File: src/verilog/drum_vis_defs.svh
`ifndef DRUM_VIS_DEFS_SVH
`define DRUM_VIS_DEFS_SVH

// pixel and level widths
`define DV_H_W     11
`define DV_V_W     10
`define DV_LEVEL_W 8
`define DV_LFSR_W  32

`define DV_LFSR_POLY 32'h04C1_1DB7 // galois feedback mask
`define DV_LFSR_SEED 32'hFFFF_FFFF

`define DV_LEVEL_MAX 255

// default shape geometry
`define DV_BD_RADIUS 256
`define DV_BD_CX     640
`define DV_BD_CY     450
`define DV_SD_WIDTH  192
`define DV_SD_CX     400
`define DV_SD_CY     450
`define DV_T1_HEIGHT 256
`define DV_T1_CX     800
`define DV_T1_CY     370

`endif

File: src/verilog/drum_vis_pkg.sv
`include "drum_vis_defs.svh"

package drum_vis_pkg;

  // screen coordinates and distances
  typedef logic [`DV_H_W-1:0] h_pos_t;
  typedef logic [`DV_V_W-1:0] v_pos_t;

  typedef logic [`DV_LEVEL_W-1:0] level_t; // brightness / loudness
  typedef logic [`DV_LFSR_W-1:0] lfsr_t;

  // sum of two 8 bit squares
  typedef logic [16:0] rad_sq_t;

  typedef logic [13:0] hex_dist_t; // scaled hexagon axis distance

endpackage

File: src/verilog/circle_hollow.sv
`timescale 1ns/1ns
`include "drum_vis_defs.svh"

// bass drum ring, brightest at the rim, 3 cycles
module circle_hollow #(
  parameter int RADIUS   = `DV_BD_RADIUS,
  parameter int CENTER_X = `DV_BD_CX,
  parameter int CENTER_Y = `DV_BD_CY
) (
  input  logic                  clk,
  input  logic                  rst,
  input  drum_vis_pkg::h_pos_t  h_count,
  input  drum_vis_pkg::v_pos_t  v_count,
  input  drum_vis_pkg::level_t  inst_level,
  output drum_vis_pkg::level_t  level
);

  localparam int RAD_SQ = RADIUS * RADIUS;
  localparam int SHFT = $clog2(RAD_SQ) - 8;
  localparam drum_vis_pkg::level_t OFFSET =
    drum_vis_pkg::level_t'(`DV_LEVEL_MAX - ((RAD_SQ - 1) >> SHFT));
  localparam drum_vis_pkg::h_pos_t CX = drum_vis_pkg::h_pos_t'(CENTER_X);
  localparam drum_vis_pkg::v_pos_t CY = drum_vis_pkg::v_pos_t'(CENTER_Y);

  drum_vis_pkg::h_pos_t  x_dist, x_q;
  drum_vis_pkg::v_pos_t  y_dist, y_q;
  drum_vis_pkg::rad_sq_t x_sq, y_sq, rad_sq_q;
  drum_vis_pkg::level_t  loud_q1, loud_q2;
  drum_vis_pkg::level_t  shape_q;
  logic [2*`DV_LEVEL_W-1:0] scaled;

  assign x_dist = h_count > CX ? h_count - CX : CX - h_count;
  assign y_dist = v_count > CY ? v_count - CY : CY - v_count;
  assign x_sq = drum_vis_pkg::rad_sq_t'(x_dist[7:0]) * drum_vis_pkg::rad_sq_t'(x_dist[7:0]);
  assign y_sq = drum_vis_pkg::rad_sq_t'(y_dist[7:0]) * drum_vis_pkg::rad_sq_t'(y_dist[7:0]);
  assign scaled = {8'b0, shape_q} * {8'b0, loud_q2};

  always_ff @(posedge clk) begin
    if (rst) begin
      x_q      <= '0;
      y_q      <= '0;
      rad_sq_q <= '0;
      loud_q1  <= '0;
      loud_q2  <= '0;
      shape_q  <= '0;
      level    <= '0;
    end else begin
      x_q      <= x_dist;
      y_q      <= y_dist;
      rad_sq_q <= x_sq + y_sq;
      loud_q1  <= inst_level;
      loud_q2  <= loud_q1;
      if (x_q >= RADIUS || y_q >= RADIUS || rad_sq_q >= RAD_SQ) begin
        shape_q <= '0; // outside the ring
      end else begin
        shape_q <= drum_vis_pkg::level_t'(rad_sq_q >> SHFT) + OFFSET;
      end
      level    <= scaled[15:8];
    end
  end

endmodule

File: src/verilog/dry_gen.sv
`timescale 1ns/1ns
`include "drum_vis_defs.svh"

// pixel brightness, 4 cycles after the pixel is sampled
module dry_gen (
  input  logic                  clk,
  input  logic                  rst,
  input  drum_vis_pkg::h_pos_t  h_count,
  input  drum_vis_pkg::v_pos_t  v_count,
  input  drum_vis_pkg::level_t  bd_level,
  input  drum_vis_pkg::level_t  sd_level,
  input  drum_vis_pkg::level_t  t1_level,
  output drum_vis_pkg::level_t  intensity
);

  drum_vis_pkg::level_t noise;
  drum_vis_pkg::level_t bd_shape, sd_shape, t1_shape;

  noise_lfsr u_noise (
    .clk   (clk),
    .rst   (rst),
    .noise (noise)
  );

  // bass drum
  circle_hollow #(
    .RADIUS   (`DV_BD_RADIUS),
    .CENTER_X (`DV_BD_CX),
    .CENTER_Y (`DV_BD_CY)
  ) u_bd_circle (
    .clk        (clk),
    .rst        (rst),
    .h_count    (h_count),
    .v_count    (v_count),
    .inst_level (bd_level),
    .level      (bd_shape)
  );

  square_noise #(
    .WIDTH    (`DV_SD_WIDTH),
    .CENTER_X (`DV_SD_CX),
    .CENTER_Y (`DV_SD_CY)
  ) u_sd_square (
    .clk        (clk),
    .rst        (rst),
    .h_count    (h_count),
    .v_count    (v_count),
    .noise      (noise),
    .inst_level (sd_level),
    .level      (sd_shape)
  );

  hex_hollow #(
    .HEIGHT   (`DV_T1_HEIGHT),
    .CENTER_X (`DV_T1_CX),
    .CENTER_Y (`DV_T1_CY)
  ) u_t1_hex (
    .clk        (clk),
    .rst        (rst),
    .h_count    (h_count),
    .v_count    (v_count),
    .inst_level (t1_level),
    .level      (t1_shape)
  );

  intensity_mix u_mix (
    .clk       (clk),
    .rst       (rst),
    .bd_level  (bd_shape),
    .sd_level  (sd_shape),
    .t1_level  (t1_shape),
    .intensity (intensity)
  );

endmodule

File: src/verilog/hex_hollow.sv
`timescale 1ns/1ns
`include "drum_vis_defs.svh"

// tom hexagon, size follows loudness, 3 cycles
module hex_hollow #(
  parameter int HEIGHT   = `DV_T1_HEIGHT,
  parameter int CENTER_X = `DV_T1_CX,
  parameter int CENTER_Y = `DV_T1_CY
) (
  input  logic                  clk,
  input  logic                  rst,
  input  drum_vis_pkg::h_pos_t  h_count,
  input  drum_vis_pkg::v_pos_t  v_count,
  input  drum_vis_pkg::level_t  inst_level,
  output drum_vis_pkg::level_t  level
);

  localparam int SHFT = $clog2(HEIGHT) - 6;
  localparam drum_vis_pkg::level_t OFFSET =
    drum_vis_pkg::level_t'(`DV_LEVEL_MAX - ((8 * HEIGHT - 1) >> SHFT));
  localparam drum_vis_pkg::h_pos_t CX = drum_vis_pkg::h_pos_t'(CENTER_X);
  localparam drum_vis_pkg::v_pos_t CY = drum_vis_pkg::v_pos_t'(CENTER_Y);

  drum_vis_pkg::h_pos_t    x_dist;
  drum_vis_pkg::v_pos_t    y_dist;
  drum_vis_pkg::hex_dist_t eight_y, four_y, seven_x;
  drum_vis_pkg::hex_dist_t ns_q, ne_q, se_q; // the three edge normals
  drum_vis_pkg::hex_dist_t max_ab, max_q;
  drum_vis_pkg::level_t    loud_q1, loud_q2;

  assign x_dist = h_count > CX ? h_count - CX : CX - h_count;
  assign y_dist = v_count > CY ? v_count - CY : CY - v_count;
  assign eight_y = drum_vis_pkg::hex_dist_t'(y_dist) << 3;
  assign four_y = drum_vis_pkg::hex_dist_t'(y_dist) << 2;
  assign seven_x = drum_vis_pkg::hex_dist_t'(x_dist) * 14'd7; // ~4*sqrt(3)

  assign max_ab = ns_q > ne_q ? ns_q : ne_q;

  always_ff @(posedge clk) begin
    if (rst) begin
      ns_q    <= '0;
      ne_q    <= '0;
      se_q    <= '0;
      loud_q1 <= '0;
      loud_q2 <= '0;
      max_q   <= '0;
      level   <= '0;
    end else begin
      ns_q    <= eight_y;
      ne_q    <= four_y + seven_x;
      se_q    <= four_y >= seven_x ? four_y - seven_x : seven_x - four_y;
      loud_q1 <= inst_level;
      loud_q2 <= loud_q1;
      max_q   <= max_ab > se_q ? max_ab : se_q;
      // louder hit draws a bigger hexagon
      if ({max_q, 6'b0} >= HEIGHT * loud_q2) begin
        level <= '0;
      end else begin
        level <= drum_vis_pkg::level_t'(max_q >> SHFT) + OFFSET;
      end
    end
  end

endmodule

File: src/verilog/intensity_mix.sv
`timescale 1ns/1ns
`include "drum_vis_defs.svh"

module intensity_mix (
  input  logic                  clk,
  input  logic                  rst,
  input  drum_vis_pkg::level_t  bd_level,
  input  drum_vis_pkg::level_t  sd_level,
  input  drum_vis_pkg::level_t  t1_level,
  output drum_vis_pkg::level_t  intensity
);

  logic [`DV_LEVEL_W+1:0] sum; // room for three full levels
  drum_vis_pkg::level_t   clamped;

  assign sum = {2'b0, bd_level} + {2'b0, sd_level} + {2'b0, t1_level};

  // saturate instead of wrapping
  assign clamped = sum > `DV_LEVEL_MAX ? drum_vis_pkg::level_t'(`DV_LEVEL_MAX)
                                       : sum[`DV_LEVEL_W-1:0];

  always_ff @(posedge clk) begin
    if (rst) begin
      intensity <= '0;
    end else begin
      intensity <= clamped;
    end
  end

endmodule

File: src/verilog/noise_lfsr.sv
`timescale 1ns/1ns
`include "drum_vis_defs.svh"

module noise_lfsr (
  input  logic                  clk,
  input  logic                  rst,
  output drum_vis_pkg::level_t  noise
);

  drum_vis_pkg::lfsr_t state;

  always_ff @(posedge clk) begin
    if (rst) begin
      state <= `DV_LFSR_SEED;
    end else begin
      // galois step, feedback when top bit falls out
      state <= (state << 1) ^ (state[`DV_LFSR_W-1] ? `DV_LFSR_POLY : '0);
    end
  end

  // scrambled low byte so adjacent pixels look less correlated
  assign noise = {state[0], state[5], state[3], state[7],
                  state[1], state[4], state[6], state[2]};

endmodule

File: src/verilog/square_noise.sv
`timescale 1ns/1ns
`include "drum_vis_defs.svh"

// snare square filled with noise, 3 cycles
module square_noise #(
  parameter int WIDTH    = `DV_SD_WIDTH,
  parameter int CENTER_X = `DV_SD_CX,
  parameter int CENTER_Y = `DV_SD_CY
) (
  input  logic                  clk,
  input  logic                  rst,
  input  drum_vis_pkg::h_pos_t  h_count,
  input  drum_vis_pkg::v_pos_t  v_count,
  input  drum_vis_pkg::level_t  noise,
  input  drum_vis_pkg::level_t  inst_level,
  output drum_vis_pkg::level_t  level
);

  localparam int SHFT = 9 - $clog2(WIDTH);
  localparam int HALF = WIDTH >> 1;
  localparam drum_vis_pkg::level_t OFFSET =
    drum_vis_pkg::level_t'(`DV_LEVEL_MAX - ((HALF - 1) << SHFT));
  localparam drum_vis_pkg::h_pos_t CX = drum_vis_pkg::h_pos_t'(CENTER_X);
  localparam drum_vis_pkg::v_pos_t CY = drum_vis_pkg::v_pos_t'(CENTER_Y);

  drum_vis_pkg::h_pos_t x_dist, x_q;
  drum_vis_pkg::v_pos_t y_dist, y_q;
  drum_vis_pkg::h_pos_t max_dist;
  drum_vis_pkg::level_t edge_val;
  drum_vis_pkg::level_t loud_q1, loud_q2;
  drum_vis_pkg::level_t shape_q;
  logic [2*`DV_LEVEL_W-1:0] scaled;

  assign x_dist = h_count > CX ? h_count - CX : CX - h_count;
  assign y_dist = v_count > CY ? v_count - CY : CY - v_count;

  // chebyshev distance, ramps up toward the edge
  assign max_dist = x_q < drum_vis_pkg::h_pos_t'(y_q) ? drum_vis_pkg::h_pos_t'(y_q) : x_q;
  assign edge_val = drum_vis_pkg::level_t'(max_dist << SHFT) + OFFSET;
  assign scaled = {8'b0, shape_q} * {8'b0, loud_q2};

  always_ff @(posedge clk) begin
    if (rst) begin
      x_q     <= '0;
      y_q     <= '0;
      loud_q1 <= '0;
      loud_q2 <= '0;
      shape_q <= '0;
      level   <= '0;
    end else begin
      x_q     <= x_dist;
      y_q     <= y_dist;
      loud_q1 <= inst_level;
      loud_q2 <= loud_q1;
      if (x_q < HALF && y_q < HALF) begin
        shape_q <= edge_val > noise ? edge_val : noise; // noise sets the floor
      end else begin
        shape_q <= '0;
      end
      level   <= scaled[15:8];
    end
  end

endmodule
File: config.mk
export PLATFORM = sky130hd
export DESIGN_NAME = dry_gen
export DESIGN_NICKNAME = d
export VERILOG_FILES = /design/src/verilog/drum_vis_pkg.sv /design/src/verilog/circle_hollow.sv /design/src/verilog/dry_gen.sv /design/src/verilog/hex_hollow.sv /design/src/verilog/intensity_mix.sv /design/src/verilog/noise_lfsr.sv /design/src/verilog/square_noise.sv
export VERILOG_INCLUDE_DIRS = /design/src /design/src/verilog
export SDC_FILE = /design/constraint.sdc
export NUM_CORES = 1
export LEC_CHECK = 0
export BUFFER_PORTS_ARGS = -buffer_cell sky130_fd_sc_hd__clkbuf_2
export CAP_MARGIN = 20
export CORE_MARGIN = 8
export CORE_UTILIZATION = 45
export CTS_CLUSTER_SIZE = 30
export DETAILED_ROUTE_END_ITERATION = 12
export PLACE_DENSITY = 0.62
export SLEW_MARGIN = 10
export SYNTH_ARGS = -nofsm -noshare
export SYNTH_HDL_FRONTEND = slang
export SYNTH_SLANG_ARGS = --single-unit
File: constraint.sdc
create_clock -name clk -period 15.2 [get_ports clk]
set_clock_uncertainty 0.2 [all_clocks]
set_input_delay 2.28 -clock clk [delete_from_list [all_inputs] [get_ports clk]]
set_output_delay 2.28 -clock clk [all_outputs]
set_load 0.05 [all_outputs]
==> flow_summary.ini <==
[floorplan]
die_area_um2 = 47220
core_um2 = 39820
placementRows = 73
die_x_um = 217.3
ios = 55
die_h_um = 217.3
start_util = 0.4579

[grt]
grt_first_pass_wirelength_um = 69000
antenna_found_initial = 0
grt_pass1_vias = 13480
grt_max_degree = 90
grt_overflow = 0
grt_util_all_layers = 0.1760

[route]
vias = 13440
drt_iter0_markers = 730
viasPerCell = 5.120
wl_per_cell_um = 15.64
antenna_left = 0
first_pass_iters = 5
post-route-drc-count = 0
finalWirelength_um = 41070

[clock_network]
clk_latency_ps = 530
cts.hold.buffers_added = 0
cts.htree.levels = 1
numClockSinks = 210
post_cts_buffers = 0
clockBufferDepth = 3
cts_tree = done
cts.repair.resized = 0
path_clk_slew_ps = 60
cts_inserted_buffers = 25
cts-root-buf = clkbuf_16

[yosys]
avgSynthCellArea_um2 = 8.899
synth_edf_count = 0
ys_ff_latch = 210
synthCells = 2049
ys_seq_area_frac = 0.2306
ys_warn_count = 0
async_flop_share = 0
synthDistinctLibCells = 76
dominantRegCellSynth = dfxtp_1
synthesis.nets = 2495
netlist_area_um2 = 18230

[place]
pre_cts_slack_ps = 5024
place.detailed.hpwl_um = 33470
place_congestion = 0.9084
port_buffers = 54

[sta]
fmax_mhz = 104.1
relSlewSlack = 0.3275
maxSlewViolCount = 0
fin_ws_ps = 5596
period_needed_ps = 9604
hold_viol_final = 0
whs_ps = 206.0
finalSetupViolations = 0
period_share = 0.6318
rsz0062_at_grt = no
tightest_slew_ps = 1009
finalSetupTns_ps = 0

[layout]
final_nets = 2529
antenna_cells = 0
final_util = 0.4981
syn_to_final_growth_pct = 8.784
drive_gt1_frac = 0.07758

[setup_path]
arrival_ps = 9770
critical_path.max_fanout = 11
end_kind = flop
cp_common_cell = fa_1
critical_path_required_ps = 15360
max_stage_delay_ps = 540
slowest_stage = xnor2_1
path_class = primary input to flop
critPathLaunchType = primary input

[flow_run]
maxCapViolCount = 0

[outcome]
outcome = finished clean

[power_and_ir_drop]
leakage_nw = 9.766
vdd_drop_max_v = 0.0002531
power_density_nw_per_um2 = 210.0

[worst_hold_path]
hp-class = flop to flop
-- final cells by class --
type	instances	area, µm²
Clock inverter	9	91.34
Multi-Input combinational cell	1466	12620
Clock buffer	36	737.0
Inverter	319	1197
Timing Repair Buffer	61	329.1
Sequential cell	210	4204
Fill cell	3818	19990
Tap cell	525	656.9
-- per-layer routing --
metal,global-route usage,part of all wire
met1,0.2267,0.46
met2,0.3054,0.48
met3,0.01789,0.035
met4,0.05861,0.031
met5,0,0
-- kinds of logic after synthesis --
logic type / count (synthesis) / share of synthesized area
and+or+nand+nor: 624 / 0.1728
DFF: 210 / 0.2306
adders and majority gates: 399 / 0.3397
buffers and inverters: 373 / 0.07768
xor gates and xnor gates: 113 / 0.05428
AOI/OAI and AO/OA: 301 / 0.1082
muxes: 29 / 0.01681
-- flip-flops by register name, summed over array words and instances (netlist names) --
register,flops
u_t1_hex.level,8
u_noise.state,32
u_mix.intensity,8
u_sd_square.x_q,10
u_t1_hex.se_q,13
u_bd_circle.loud_q1,8
u_t1_hex.loud_q2,8
u_t1_hex.max_q,14
u_bd_circle.x_q,4
u_t1_hex.ns_q,9
u_sd_square.level,8
u_sd_square.loud_q1,8
u_bd_circle.loud_q2,8
u_sd_square.shape_q,8
u_bd_circle.level,8
u_t1_hex.ne_q,13
u_bd_circle.shape_q,8
u_bd_circle.rad_sq_q,9
u_sd_square.loud_q2,8
u_t1_hex.loud_q1,8
u_sd_square.y_q,10
-- cells in the final DEF, fill, tap and decap left out, drive strengths merged, types with 4 or more instances in the layout --
master and n:
clkinv 6, o21a 12, and2 79, o31ai 8, o31a 5, xnor2 88
o211ai 5, a211oi 34, nand2 138, nor3b 7, nand4b 4, or2 23
a31oi 8, nor3 42, mux2i 16, nor2 175, fa 160, inv 318
or3 7, dfxtp 210, nand4 12, nor2b 65, and3 20, mux2 13
o21bai 7, xor2 25, or4 5, ha 239, nor4 11, a21o 29
buf 8, clkbuf 89, nand2b 15, o21ai 59, a21oi 94, a41oi 4
nand3 11
-- worst paths after layout --
path,from,end,slack (ps),cells after the start
max,v_count[0],u_bd_circle.rad_sq_q[16]$_SDFF_PP0_,5600,29
min,u_noise.state[12]$_SDFF_PP1_,u_noise.state[13]$_SDFF_PP1_,210,1
max reg2reg,u_bd_circle.shape_q[0]$_SDFF_PP0_,u_bd_circle.level[7]$_SDFF_PP0_,9910,15
min reg2reg,u_noise.state[12]$_SDFF_PP1_,u_noise.state[13]$_SDFF_PP1_,210,1
-- report_power, final --
| group | leakage [nW] | switching, mW | internal, mW |
|---|---|---|---|
| Combinational | 7.63 | 1.68 | 1.20 |
| Sequential | 1.73 | 0.0454 | 0.649 |
| Clock | 0.400 | 0.235 | 0.355 |
-- cells in the mapped netlist (4+ instances only) --
master | n | share of area
xor2_1 | 25 | 0.012
inv_1 | 315 | 0.065
fa_1 | 160 | 0.18
nand3_1 | 11 | 0.0030
buf_2 | 7 | 0.0019
buf_1 | 4 | 0.00082
o31ai_1 | 8 | 0.0033
or3_1 | 7 | 0.0024
nand4_1 | 12 | 0.0041
ha_1 | 239 | 0.16
a211oi_1 | 34 | 0.014
nor2_1 | 175 | 0.036
o21ai_0 | 54 | 0.015
mux2i_1 | 16 | 0.0088
a31oi_1 | 8 | 0.0027
a21oi_1 | 89 | 0.024
o21a_1 | 12 | 0.0049
o31a_1 | 5 | 0.0024
nor4_1 | 9 | 0.0031
o21ai_1 | 5 | 0.0014
o21bai_1 | 7 | 0.0029
nand2b_1 | 15 | 0.0051
clkbuf_1 | 42 | 0.0086
or2_2 | 23 | 0.0079
xnor2_1 | 88 | 0.042
dfxtp_1 | 210 | 0.23
and2_1 | 79 | 0.027
nor3_1 | 41 | 0.011
a21oi_2 | 5 | 0.0024
nor2b_1 | 65 | 0.022
nand2_1 | 138 | 0.028
a41oi_1 | 4 | 0.0019
nand4b_1 | 4 | 0.0019
mux2_2 | 13 | 0.0080
a21o_1 | 28 | 0.012
and3_1 | 20 | 0.0069
or4_1 | 5 | 0.0021
nor3b_2 | 5 | 0.0034
o211ai_1 | 5 | 0.0021
-- critical path: cells and delay by family --
kind                     cells  cell delay (ps)
AO/OA/AOI/OAI                7             1470
XOR/XNOR                     2              650
adder cells (fa/ha/maj)      8             3690
buffers and inverters        6              980
AND/OR/NAND/NOR              6              690
-- stage by stage --
step	cells	instance area, µm²	total power, mW
2_1_floorplan	2049	18230	2.941
3_3_place_gp	2580	19000	3.515
3_5_place_dp	2580	19000	3.560
4_1_cts	2625	19830	4.176
5_1_grt	2626	19840	4.634
6_report	2626	19840	4.166
Power figures use the tool's default switching activity.
